### config.mk
export PLATFORM = sky130hd
export DESIGN_NAME = execute_ctl
export DESIGN_NICKNAME = d
export VERILOG_FILES = /design/src/hdl/exe_pkg.sv /design/src/hdl/exe_decoder.sv /design/src/hdl/branch_unit.sv /design/src/hdl/execute_ctl.sv
export SDC_FILE = /design/constraint.sdc
export NUM_CORES = 1
export LEC_CHECK = 0
export BUFFER_PORTS_ARGS = -buffer_cell sky130_fd_sc_hd__buf_2
export CORE_AREA = 2 2 104 106
export DETAILED_ROUTE_END_ITERATION = 6
export DIE_AREA = 0 0 106 108
export PLACE_DENSITY_LB_ADDON = 0.05
export SKIP_LAST_GASP = 1
export SYNTH_ARGS = -nofsm -noshare
export SYNTH_HDL_FRONTEND = slang
export SYNTH_SLANG_ARGS = --single-unit
### constraint.sdc
create_clock -name clk -period 6.9 [get_ports clk]
set_input_delay 0.345 -clock clk [delete_from_list [all_inputs] [get_ports clk]]
set_output_delay 0.345 -clock clk [all_outputs]
set_load 0.02 [all_outputs]
### src/hdl/exe_pkg.sv
package exe_pkg;

    // Datapath words and instruction fields
    typedef logic [31:0] word_t;
    typedef logic [6:0]  opcode_t;
    typedef logic [2:0]  funct3_t;
    typedef logic [6:0]  funct7_t;

    // RV32I major opcodes kept by this stage
    localparam opcode_t OPC_LUI    = 7'b0110111;
    localparam opcode_t OPC_AUIPC  = 7'b0010111;
    localparam opcode_t OPC_JAL    = 7'b1101111;
    localparam opcode_t OPC_JALR   = 7'b1100111;
    localparam opcode_t OPC_BRANCH = 7'b1100011;
    localparam opcode_t OPC_LOAD   = 7'b0000011;
    localparam opcode_t OPC_STORE  = 7'b0100011;
    localparam opcode_t OPC_OP_IMM = 7'b0010011;
    localparam opcode_t OPC_OP     = 7'b0110011;

    localparam funct7_t FUNCT7_BASE = 7'b0000000;
    // SUB, SRA and SRAI
    localparam funct7_t FUNCT7_ALT  = 7'b0100000;

    // Conditional branch funct3
    localparam funct3_t F3_BEQ  = 3'b000;
    localparam funct3_t F3_BNE  = 3'b001;
    localparam funct3_t F3_BLT  = 3'b100;
    localparam funct3_t F3_BGE  = 3'b101;
    localparam funct3_t F3_BLTU = 3'b110;
    localparam funct3_t F3_BGEU = 3'b111;

    // Load and store widths
    localparam funct3_t F3_MEM_B  = 3'b000;
    localparam funct3_t F3_MEM_H  = 3'b001;
    localparam funct3_t F3_MEM_W  = 3'b010;
    localparam funct3_t F3_MEM_BU = 3'b100;
    localparam funct3_t F3_MEM_HU = 3'b101;

    // Shared by OP and OP-IMM
    localparam funct3_t F3_ADD_SUB = 3'b000;
    localparam funct3_t F3_SLL     = 3'b001;
    localparam funct3_t F3_SLT     = 3'b010;
    localparam funct3_t F3_SLTU    = 3'b011;
    localparam funct3_t F3_XOR     = 3'b100;
    localparam funct3_t F3_SR      = 3'b101;
    localparam funct3_t F3_OR      = 3'b110;
    localparam funct3_t F3_AND     = 3'b111;

    typedef enum logic [3:0] {
        ALU_AND    = 4'b0000,
        ALU_OR     = 4'b0001,
        ALU_XOR    = 4'b0010,
        ALU_ADD    = 4'b0011,
        ALU_SUB    = 4'b0100,
        ALU_PASS_B = 4'b0110,
        ALU_SLL    = 4'b0111,
        ALU_SRL    = 4'b1000,
        ALU_SRA    = 4'b1010,
        ALU_SLTU   = 4'b1011,
        ALU_SLT    = 4'b1100
    } alu_op_e;

    typedef enum logic [3:0] {
        IMM_NONE = 4'd0,
        IMM_I    = 4'd1,
        IMM_S    = 4'd2,
        IMM_B    = 4'd3,
        IMM_U    = 4'd4,
        IMM_J    = 4'd5
    } imm_kind_e;

    // Pc redirect condition
    typedef enum logic [2:0] {
        BR_NONE   = 3'd0,
        BR_EQ     = 3'd1,
        BR_NE     = 3'd2,
        BR_LT     = 3'd3,
        BR_GE     = 3'd4,
        BR_ALWAYS = 3'd5
    } br_cond_e;

endpackage

### src/hdl/exe_decoder.sv
`timescale 1ns/1ps

module exe_decoder
    import exe_pkg::*;
(
    input  word_t     instruction,
    output logic      a_sel,
    output logic      b_sel,
    output imm_kind_e imm_sel,
    output alu_op_e   alu_sel,
    output logic      br_un,
    output br_cond_e  br_cond
);

    opcode_t opcode;
    funct3_t funct3;
    funct7_t funct7;
    logic    is_reg;
    alu_op_e arith_op;
    logic    arith_ok;

    assign opcode = instruction[6:0];
    assign funct3 = instruction[14:12];
    assign funct7 = instruction[31:25];
    assign is_reg = (opcode == OPC_OP);

    // ALU operation for OP and OP-IMM
    always_comb begin
        arith_op = ALU_AND;
        arith_ok = 1'b0;
        case (funct3)
            F3_ADD_SUB: begin
                // Immediate form has no funct7, so ADDI is always ADD
                if (!is_reg || funct7 == FUNCT7_BASE) begin
                    arith_op = ALU_ADD;
                    arith_ok = 1'b1;
                end else if (funct7 == FUNCT7_ALT) begin
                    arith_op = ALU_SUB;
                    arith_ok = 1'b1;
                end
            end
            F3_SLL: begin
                arith_op = ALU_SLL;
                arith_ok = (funct7 == FUNCT7_BASE);
            end
            F3_SLT: begin
                arith_op = ALU_SLT;
                arith_ok = !is_reg || funct7 == FUNCT7_BASE;
            end
            F3_SLTU: begin
                arith_op = ALU_SLTU;
                arith_ok = !is_reg || funct7 == FUNCT7_BASE;
            end
            F3_XOR: begin
                arith_op = ALU_XOR;
                arith_ok = !is_reg || funct7 == FUNCT7_BASE;
            end
            F3_SR: begin
                if (funct7 == FUNCT7_BASE) begin
                    arith_op = ALU_SRL;
                    arith_ok = 1'b1;
                end else if (funct7 == FUNCT7_ALT) begin
                    arith_op = ALU_SRA;
                    arith_ok = 1'b1;
                end
            end
            F3_OR: begin
                arith_op = ALU_OR;
                arith_ok = !is_reg || funct7 == FUNCT7_BASE;
            end
            F3_AND: begin
                arith_op = ALU_AND;
                arith_ok = !is_reg || funct7 == FUNCT7_BASE;
            end
        endcase
    end

    always_comb begin
        a_sel   = 1'b0;
        b_sel   = 1'b0;
        imm_sel = IMM_NONE;
        alu_sel = ALU_AND;
        br_un   = 1'b0;
        br_cond = BR_NONE;

        case (opcode)
            OPC_LUI: begin
                b_sel   = 1'b1;
                imm_sel = IMM_U;
                alu_sel = ALU_PASS_B;
            end
            OPC_AUIPC: begin
                a_sel   = 1'b1;
                b_sel   = 1'b1;
                imm_sel = IMM_U;
                alu_sel = ALU_ADD;
            end
            OPC_JAL: begin
                a_sel   = 1'b1;
                b_sel   = 1'b1;
                imm_sel = IMM_J;
                alu_sel = ALU_ADD;
                br_cond = BR_ALWAYS;
            end
            OPC_JALR: begin
                b_sel   = 1'b1;
                imm_sel = IMM_I;
                alu_sel = ALU_ADD;
                br_cond = BR_ALWAYS;
            end
            OPC_BRANCH: begin
                // Target is pc plus the B immediate
                if (funct3 == F3_BEQ || funct3 == F3_BNE || funct3 == F3_BLT ||
                    funct3 == F3_BGE || funct3 == F3_BLTU || funct3 == F3_BGEU) begin
                    a_sel   = 1'b1;
                    b_sel   = 1'b1;
                    imm_sel = IMM_B;
                    alu_sel = ALU_ADD;
                    br_un   = (funct3 == F3_BLTU || funct3 == F3_BGEU);
                    case (funct3)
                        F3_BEQ:          br_cond = BR_EQ;
                        F3_BNE:          br_cond = BR_NE;
                        F3_BLT, F3_BLTU: br_cond = BR_LT;
                        default:         br_cond = BR_GE;
                    endcase
                end
            end
            OPC_LOAD: begin
                if (funct3 == F3_MEM_B || funct3 == F3_MEM_H || funct3 == F3_MEM_W ||
                    funct3 == F3_MEM_BU || funct3 == F3_MEM_HU) begin
                    b_sel   = 1'b1;
                    imm_sel = IMM_I;
                    alu_sel = ALU_ADD;
                end
            end
            OPC_STORE: begin
                if (funct3 == F3_MEM_B || funct3 == F3_MEM_H || funct3 == F3_MEM_W) begin
                    b_sel   = 1'b1;
                    imm_sel = IMM_S;
                    alu_sel = ALU_ADD;
                end
            end
            OPC_OP_IMM, OPC_OP: begin
                if (arith_ok) begin
                    b_sel   = !is_reg;
                    imm_sel = is_reg ? IMM_NONE : IMM_I;
                    alu_sel = arith_op;
                end
            end
            default: begin
                // FENCE, SYSTEM and unknown opcodes keep the defaults
            end
        endcase
    end

endmodule

### src/hdl/branch_unit.sv
`timescale 1ns/1ps

module branch_unit
    import exe_pkg::*;
(
    input  word_t    data_a,
    input  word_t    data_b,
    input  br_cond_e br_cond,
    input  logic     br_un,
    output logic     take
);

    logic eq;
    logic lt;
    logic lt_signed;
    logic lt_unsigned;

    assign eq          = (data_a == data_b);
    assign lt_unsigned = (data_a < data_b);
    assign lt_signed   = ($signed(data_a) < $signed(data_b));
    assign lt          = br_un ? lt_unsigned : lt_signed;

    always_comb begin
        case (br_cond)
            BR_ALWAYS: take = 1'b1;
            BR_EQ:     take = eq;
            BR_NE:     take = !eq;
            BR_LT:     take = lt;
            // GE is the complement of LT
            BR_GE:     take = !lt;
            default:   take = 1'b0;
        endcase
    end

endmodule

### src/hdl/execute_ctl.sv
`timescale 1ns/1ps

module execute_ctl
    import exe_pkg::*;
(
    input  logic      clk,
    input  logic      rst,
    input  word_t     instruction,
    input  word_t     pc,
    input  word_t     data_a,
    input  word_t     data_b,
    output logic      a_sel,
    output logic      b_sel,
    output imm_kind_e imm_sel,
    output alu_op_e   alu_sel,
    output logic      br_un,
    output logic      pc_sel,
    output word_t     pc_exe,
    output word_t     instr_exe,
    output word_t     data_a_exe,
    output word_t     data_b_exe
);

    logic      a_sel_d;
    logic      b_sel_d;
    imm_kind_e imm_sel_d;
    alu_op_e   alu_sel_d;
    logic      br_un_d;
    br_cond_e  br_cond_d;
    logic      take_d;

    exe_decoder i_exe_decoder (
        .instruction (instruction),
        .a_sel       (a_sel_d),
        .b_sel       (b_sel_d),
        .imm_sel     (imm_sel_d),
        .alu_sel     (alu_sel_d),
        .br_un       (br_un_d),
        .br_cond     (br_cond_d)
    );

    // Operands come straight from decode, same cycle as the instruction
    branch_unit i_branch_unit (
        .data_a  (data_a),
        .data_b  (data_b),
        .br_cond (br_cond_d),
        .br_un   (br_un_d),
        .take    (take_d)
    );

    // Execute stage register, one instruction per cycle
    always_ff @(posedge clk or posedge rst) begin
        if (rst) begin
            a_sel      <= 1'b0;
            b_sel      <= 1'b1;
            imm_sel    <= IMM_NONE;
            alu_sel    <= ALU_PASS_B;
            br_un      <= 1'b0;
            pc_sel     <= 1'b0;
            pc_exe     <= '0;
            instr_exe  <= '0;
            data_a_exe <= '0;
            data_b_exe <= '0;
        end else begin
            a_sel      <= a_sel_d;
            b_sel      <= b_sel_d;
            imm_sel    <= imm_sel_d;
            alu_sel    <= alu_sel_d;
            br_un      <= br_un_d;
            pc_sel     <= take_d;
            pc_exe     <= pc;
            instr_exe  <= instruction;
            data_a_exe <= data_a;
            data_b_exe <= data_b;
        end
    end

endmodule

Word-level counts from Yosys, hierarchy flattened
Index checks and enable logic that the tools add are counted.
Storage, ports and cells
  input bits: 130
  output and inout port bits: 140
  bits in registers: 140
Operators by class
  magnitude comparators: 2
  multiplexer cells: 32
  reduce and logical (&&, ||, !) cells: 23
  equality and inequality tests: 23
Operators by type and width (count)
  < comparator 32 bit: 2
  equality test 32 bit: 1
  one-hot mux 4 bit (8 select lines): 1
  equality test 7 x 6 -> 1 bit (second input constant): 4
  one-hot mux 4 bit (7 select lines): 1
  one-hot mux 4 bit (6 select lines): 1
  equality test 7 bit (second input constant): 3
  two-way mux 4 bit: 5
  equality test 3 bit (second input constant): 6
  equality test 7 x 5 -> 1 bit (second input constant): 2
  equality test 3 x 2 -> 1 bit (second input constant): 4
  two-way mux 1 bit: 12
  logical OR 1 bit: 10
  one-hot mux 1 bit (5 select lines): 2
  OR reduction 2 bit: 5
  one-hot mux 3 bit (3 select lines): 1
  two-way mux 2 bit: 4
  equality test 7 x 2 -> 1 bit (second input constant): 1
  logical NOT 7 bit: 1
  equality test 3 x 1 -> 1 bit (second input constant): 2
  two-way mux 3 bit: 2
  one-hot mux 3 bit (2 select lines): 1
  OR reduction 5 bit: 1
  one-hot mux 1 bit (4 select lines): 1
  other kinds (5): 7

Depth between registers and ports, before layout
Gate-level depths: netlist of run 1.
  depth in word-level cells: 11
  depth in mapped cells: 9
  depth with buffers taken out: 9

Hierarchy
A second synthesis of run 1 with hierarchy kept.
Second synthesis, totals
  cells, all modules: 328
  area, all modules: 4842.1 um2
Modules (own cells, without submodules)
  execute_ctl: area each 3510.9 um2, instances 1, sequential area each 3507.1 um2, cells each 141
  branch_unit: area each 872.1 um2, instances 1, sequential area each 0.0 um2, cells each 119
  exe_decoder: area each 459.2 um2, instances 1, sequential area each 0.0 um2, cells each 68

Worst setup path before layout of run 1
Ideal clock, no wire load.
  kind: input port to flip-flop
  start: input data_b[14]
  end: register pc_sel
  arrival time: 2.116 ns
  stages on the path: 9
  path buffers: 0
  setup slack: 4.681 ns
  cell sequence: inv_1 ha_1 a21oi_2 nand2_1 a221o_1 o31a_1 o21ai_1 or4b_1 o311ai_1
On the way
  word-level cells in the longest chain between the ends: 4
RTL lines
  start: declaration: line execute_ctl.sv:11  | input word_t data_b,
  < comparator 32 bit (on tied branches): line branch_unit.sv:20, branch_unit.sv:19
  two-way mux 1 bit: line branch_unit.sv:21  | assign lt = br_un ? lt_unsigned : lt_signed;
  logical NOT 1 bit: line branch_unit.sv:30  | BR_GE: take = !lt;
  one-hot mux 1 bit (5 select lines) *: line branch_unit.sv:24  | case (br_cond)
  net i_branch_unit.take: line branch_unit.sv:10  | output logic take
  end signal: assignment: line execute_ctl.sv:70  | pc_sel <= take_d;
  end: declaration: line execute_ctl.sv:17  | output logic pc_sel,
The timed path passes the listed nets; every way through them passes the cells marked *.

Final worst setup path of run 1
  start: input data_a[15]
  end: register pc_sel
On the way
  word-level cells in the longest chain between the ends: 4
RTL lines
  start: declaration: line execute_ctl.sv:10  | input word_t data_a,
  < comparator 32 bit (on tied branches): line branch_unit.sv:20, branch_unit.sv:19
  two-way mux 1 bit: line branch_unit.sv:21
  logical NOT 1 bit: line branch_unit.sv:30
  one-hot mux 1 bit (5 select lines) *: line branch_unit.sv:24
  net i_branch_unit.take: line branch_unit.sv:10
Marked as above.

==> flow_summary.json, run 1 <==
{
  "outcome": "complete, no violations",
  "cts.htree.levels": 4,
  "slew_headroom": 0.5284,
  "core_area_um2": 10230,
  "first_pass_iters": 4,
  "path_class": "in -> reg",
  "gp_congestion": 0.8200,
  "slowest_delay_ps": 540,
  "fin_util": 0.7949,
  "vdd_drop_max_uv": 268.0,
  "cts_setup_buffers": 0,
  "final_common_cell": "buf_2",
  "drt-initial-drc-count": 136,
  "max-cap-violations": 0,
  "drive_gt1_frac": 0.4074,
  "ys_seq_area_frac": 0.7297,
  "hpwl_mm": 9.599,
  "drc": 0,
  "syn_nets": 499,
  "design_area_um2": 8133,
  "p_total_mw": 2.089,
  "ctsRootBufferMaster": "clkbuf_8",
  "timing.fmax_ghz": 0.4039,
  "io_pins": 270,
  "final_max_slew_viol_count": 0,
  "ant_nets": 0,
  "io_buffers": 268,
  "p_leak_nw": 4.191,
  "synth-warning-count": 0,
  "clkSlewWorstSetupHoldPaths_ps": 60,
  "antenna_found_initial": 2,
  "hold_viol": 0,
  "crit_path_top_delay_cell": "dlygate4sd3_1",
  "setup_violations": 0,
  "synth_top_area_cell": "dfrtp_1",
  "synth_top_area_share": 0.7132,
  "vias": 4234,
  "hp-class": "in -> reg",
  "tns_ps": 0,
  "multi_input_area_um2": 1129,
  "clk_path_buf_depth": 2,
  "regArea_um2": 3482,
  "critPathArrivalTime_ps": 2890,
  "numCtsBuffers": 17,
  "grt_pass1_vias": 4571,
  "rows": 37,
  "wl_per_cell_um": 17.52,
  "crit_chain": "dlygate4sd3_1 -> buf_2 -> ha_1 -> nand4_1 -> nor2_1 -> a221o_1 -> o31a_1 -> o21ai_1 -> or4b_1 -> o311ai_1",
  "die_area_um2": 11450,
  "synth_area_per_cell_um2": 14.16,
  "viasPerCell": 4.736,
  "die_x_um": 106,
  "finalWirelength_mm": 15.66,
  "syn-cell-area_um2": 4772,
  "cellPowerDensity_nw_per_um2": 256.9,
  "clock_sinks": 139,
  "rsz0062_at_grt": "false",
  "synthToLayoutAreaGrowth_pct": 70.42,
  "async_reset_ff_frac": 1.000,
  "worstPathMaxFanout": 3,
  "ys_ff_latch": 139,
  "whs_ps": 44.54,
  "fillers": 586,
  "die_h_um": 108,
  "final_cell_mix": "buf_2 (268), dfrtp_1 (136), dlygate4sd3_1 (124)",
  "critPathCaptureType": "flip-flop",
  "tightest_slew_ps": 707.4,
  "grt_util_all_layers": 0.2833,
  "cts_hold_buf": 124,
  "worstPathRequired_ps": 7320,
  "crit_family": "compound AO/OA/AOI/OAI gates",
  "fin_nets": 905,
  "ctsResizeCount": 0,
  "grt_max_degree": 83,
  "ys_top_cells_by_area": "dfrtp_1 (71%), ha_1 (8.4%), inv_1 (2.7%), a21oi_1 (2.3%), dfstp_2 (1.7%)",
  "grt_pass1_wl_mm": 23.91,
  "yosysUniqueCellTypes": 44,
  "start_util": 0.4664,
  "finalCriticalPeriod_ps": 2476,
  "postSynthCellCount": 337,
  "finalCritPeriodShare": 0.3588,
  "synth_enable_flop_cells": 0,
  "cp-start-kind": "input pin",
  "placed_cell_area_um2": 6270,
  "grt-ovfl-total": 0,
  "path_buf_inv": 2,
  "cts_tree": "done",
  "ys.flop_type": "dfrtp_1"
}
power by group:
group          internal (mW)  switching, mW  leakage, nW
clock network          0.605          0.337        0.298
registers              0.855         0.0113         1.63
logic                  0.124          0.157         2.26
total                   1.58          0.505         4.19
state kept, by name (all words and copies together), names as in the netlist:
name / count
data_a_exe: 32
data_b_exe: 32
instr_exe: 32
pc_exe: 32
alu_sel: 4
imm_sel: 3
a_sel: 1
b_sel: 1
br_un: 1
pc_sel: 1
Yosys cell counts, types with 4 or more instances:
master,instances
dfrtp_1,136
inv_1,34
ha_1,32
a21oi_1,22
nand2_1,18
nor2_1,12
o21ai_0,10
nand3_1,7
and4_1,5
clkbuf_1,5
nor2b_1,4
through the flow:
step                      setup slack (ps)  std cells
final                                 4424        894
after global placement                4492        736
after detailed placement              4441        736
after CTS                             4441        892
after floorplan                       2835        337
after global routing                  4302        894
routing by layer:
layer / global-route usage / vias to the layer above / part of all wire
met3: 0.1169 / 32 / 0.084
met5: 0 / - / 0
li1: - / 1964 / -
met1: 0.2869 / 2042 / 0.35
met4: 0.1250 / 0 / 0.028
met2: 0.5134 / 196 / 0.54
area by class of cell:
cell class	instances	share of cell area
clock inverter	11	0.02062
multi-input combinational	156	0.1388
antenna	2	0.0006154
timing repair buffer	393	0.3185
clock buffer	21	0.05523
tap	136	0.02092
inverter	36	0.01723
sequential	139	0.4282
logic make-up (layout without fill, tap and decap cells):
| group | count (synthesis) | in the layout | synth area share |
|---|---|---|---|
| xor gates and xnor gates | 3 | 3 | 0.005507 |
| DFF | 139 | 139 | 0.7297 |
| adders and majority gates | 32 | 32 | 0.08390 |
| AOI/OAI and AO/OA | 57 | 57 | 0.07473 |
| and+or+nand+nor | 63 | 63 | 0.07158 |
| other | 1 | 3 | 0.0007858 |
| buffers and inverters | 42 | 461 | 0.03382 |
path summary, 6_finish.rpt:
| kind | startpoint | end | slack (ps) | cells after the start |
|---|---|---|---|---|
| setup / recovery | data_a[15] | pc_sel | 4420 | 10 |
| hold / removal | instruction[6] | instr_exe[6] | 40 | 1 |
| max in group asynchronous | rst | pc_exe[16] | 5150 | 4 |
| min in group asynchronous | rst | pc_exe[24] | 530 | 3 |
Power figures use the tool's default switching activity.
==> run 2: changes to the inputs <==
--- a/config.mk
+++ b/config.mk
@@ -6,9 +6,9 @@
 export NUM_CORES = 1
 export LEC_CHECK = 0
 export BUFFER_PORTS_ARGS = -buffer_cell sky130_fd_sc_hd__buf_2
-export CORE_AREA = 2 2 104 106
+export CORE_MARGIN = 1
+export CORE_UTILIZATION = 39
 export DETAILED_ROUTE_END_ITERATION = 6
-export DIE_AREA = 0 0 106 108
 export PLACE_DENSITY_LB_ADDON = 0.05
 export SKIP_LAST_GASP = 1
 export SYNTH_ARGS = -nofsm -noshare
==> constraint.sdc (replaced) <==
create_clock -name clk -period 2.2 [get_ports clk]
set_input_delay 0.11 -clock clk [delete_from_list [all_inputs] [get_ports clk]]
set_output_delay 0.11 -clock clk [all_outputs]
set_load 0.02 [all_outputs]
==> flow_summary.json, run 2 (same netlist as run 1, synthesis figures left out) <==
{
  "outcome": "complete, no violations",
  "finalCritPeriodShare": 0.9553,
  "die_area_um2": 12680,
  "fillers": 879,
  "cts_tree": "done",
  "gp_congestion": 0.7875,
  "vias": 4142,
  "endpoint": "pc_sel",
  "cellPowerDensity_nw_per_um2": 797.7,
  "whs_ps": 292.5,
  "critPathCaptureType": "flip-flop",
  "worstPathMaxFanout": 3,
  "critPathArrivalTime_ps": 2410,
  "die_h_um": 112.6,
  "max-cap-violations": 0,
  "p_total_mw": 6.625,
  "grt_util_all_layers": 0.2226,
  "finalWirelength_mm": 13.64,
  "ant_nets": 0,
  "finalCriticalPeriod_ps": 2102,
  "hpwl_mm": 9.277,
  "drive_gt1_frac": 0.4202,
  "core_area_um2": 11960,
  "grt_pass1_wl_mm": 21.27,
  "worstPathRequired_ps": 2510,
  "clkSlewWorstSetupHoldPaths_ps": 60,
  "p_leak_nw": 4.255,
  "regArea_um2": 3482,
  "clock_sinks": 139,
  "crit_path_top_delay_cell": "dlygate4sd3_1",
  "slew_headroom": 0.6427,
  "io_pins": 270,
  "rows": 40,
  "drt-initial-drc-count": 141,
  "fin_nets": 913,
  "start_util": 0.3990,
  "cts.htree.levels": 4,
  "tightest_slew_ps": 534.8,
  "crit_path_start": "data_a[23]",
  "final_common_cell": "buf_2",
  "grt-ovfl-total": 0,
  "drc": 0,
  "crit_chain": "dlygate4sd3_1 -> buf_2 -> ha_1 -> and4_4 -> nand2_1 -> nor2_4 -> o31a_1 -> nor3_1 -> or4b_1 -> o311ai_1",
  "antenna_cells": 0,
  "setup_violations": 0,
  "numCtsBuffers": 17,
  "path_class": "in -> reg",
  "wl_per_cell_um": 14.97,
  "multi_input_area_um2": 1172,
  "timing.fmax_ghz": 0.4758,
  "final_max_slew_viol_count": 0,
  "grt_max_degree": 60,
  "viasPerCell": 4.547,
  "slowest_delay_ps": 550,
  "grt_pass1_vias": 4355,
  "hold_viol": 0,
  "die_x_um": 112.6,
  "io_buffers": 268,
  "clk_path_buf_depth": 2,
  "vdd_drop_max_uv": 422.0,
  "first_pass_iters": 4,
  "hp-class": "in -> async",
  "cp-start-kind": "input pin",
  "antenna_found_initial": 1,
  "ctsRootBufferMaster": "clkbuf_16",
  "final_cell_mix": "buf_2 (266), dfrtp_1 (136), dlygate4sd3_1 (129)",
  "synthToLayoutAreaGrowth_pct": 74.04
}
run 2: worst min-delay path by stage:
| stage | start | to | slack, ps | cells after the start |
|---|---|---|---|---|
| final | rst | pc_exe[29] | 290 | 3 |
| after global routing | pc[2] | pc_exe[2] | 330 | 2 |
| after global placement | rst | pc_exe[1] | 190 | 2 |
| after detailed placement | rst | pc_exe[29] | 180 | 2 |
| after floorplan | data_a[0] | data_a_exe[0] | 140 | 0 |
| after CTS | rst | data_a_exe[19] | 290 | 3 |
run 2: what timing repair did:
action                                  in CTS  in global routing
buffers inserted                             0                  0
hold buffers                               129                  0
endpoints found under the setup margin       0                  1
resized for setup                            0                 13
endpoints found under the hold margin      150                  0
run 2: through the flow:
stage / instance area, um^2 / std cells / setup TNS, ps / util / worst slack (ps)
after detailed placement: 6345 / 752 / -21.55 / 0.5304 / -21.55
after global routing: 8305 / 911 / -1.152 / 0.6944 / -1.152
final: 8305 / 911 / 0 / 0.6944 / 98.44
after global placement: 6345 / 752 / 0 / 0.5304 / 15.30
after CTS: 8272 / 913 / 0 / 0.6915 / 7.421
after floorplan: 4776 / 337 / 0 / - / 215.5
run 2: cell type report:
type                            count  area share
Multi-Input combinational cell    156      0.1412
Timing Repair Buffer              401      0.3242
Tap cell                          147     0.02215
Clock buffer                       21     0.05664
Inverter                           36     0.01672
Sequential cell                   139      0.4193
Clock inverter                     11     0.01989
run 2: per-layer routing:
metal / GRT usage / routed length [um] / vias to the layer above / share of wire
met5: 0 / 13 / - / 0.00095
met1: 0.2408 / 5129 / 1987 / 0.38
met2: 0.4070 / 7275 / 159 / 0.53
li1: - / - / 1969 / -
met3: 0.06317 / 972 / 25 / 0.071
met4: 0.09244 / 251 / 2 / 0.018
run 2: power by group:
group | internal (mW) | switching, mW
logic | 0.410 | 0.479
registers | 2.68 | 0.0304
clock network | 1.98 | 1.04
run 2: worst max-delay path, delay by kind of cell:
| kind | cells | cell delay [ps] |
|---|---|---|
| buffers and inverters | 2 | 680 |
| adder cells (fa/ha/maj) | 1 | 310 |
| AO/OA/AOI/OAI | 2 | 290 |
| AND/OR/NAND/NOR | 5 | 1030 |
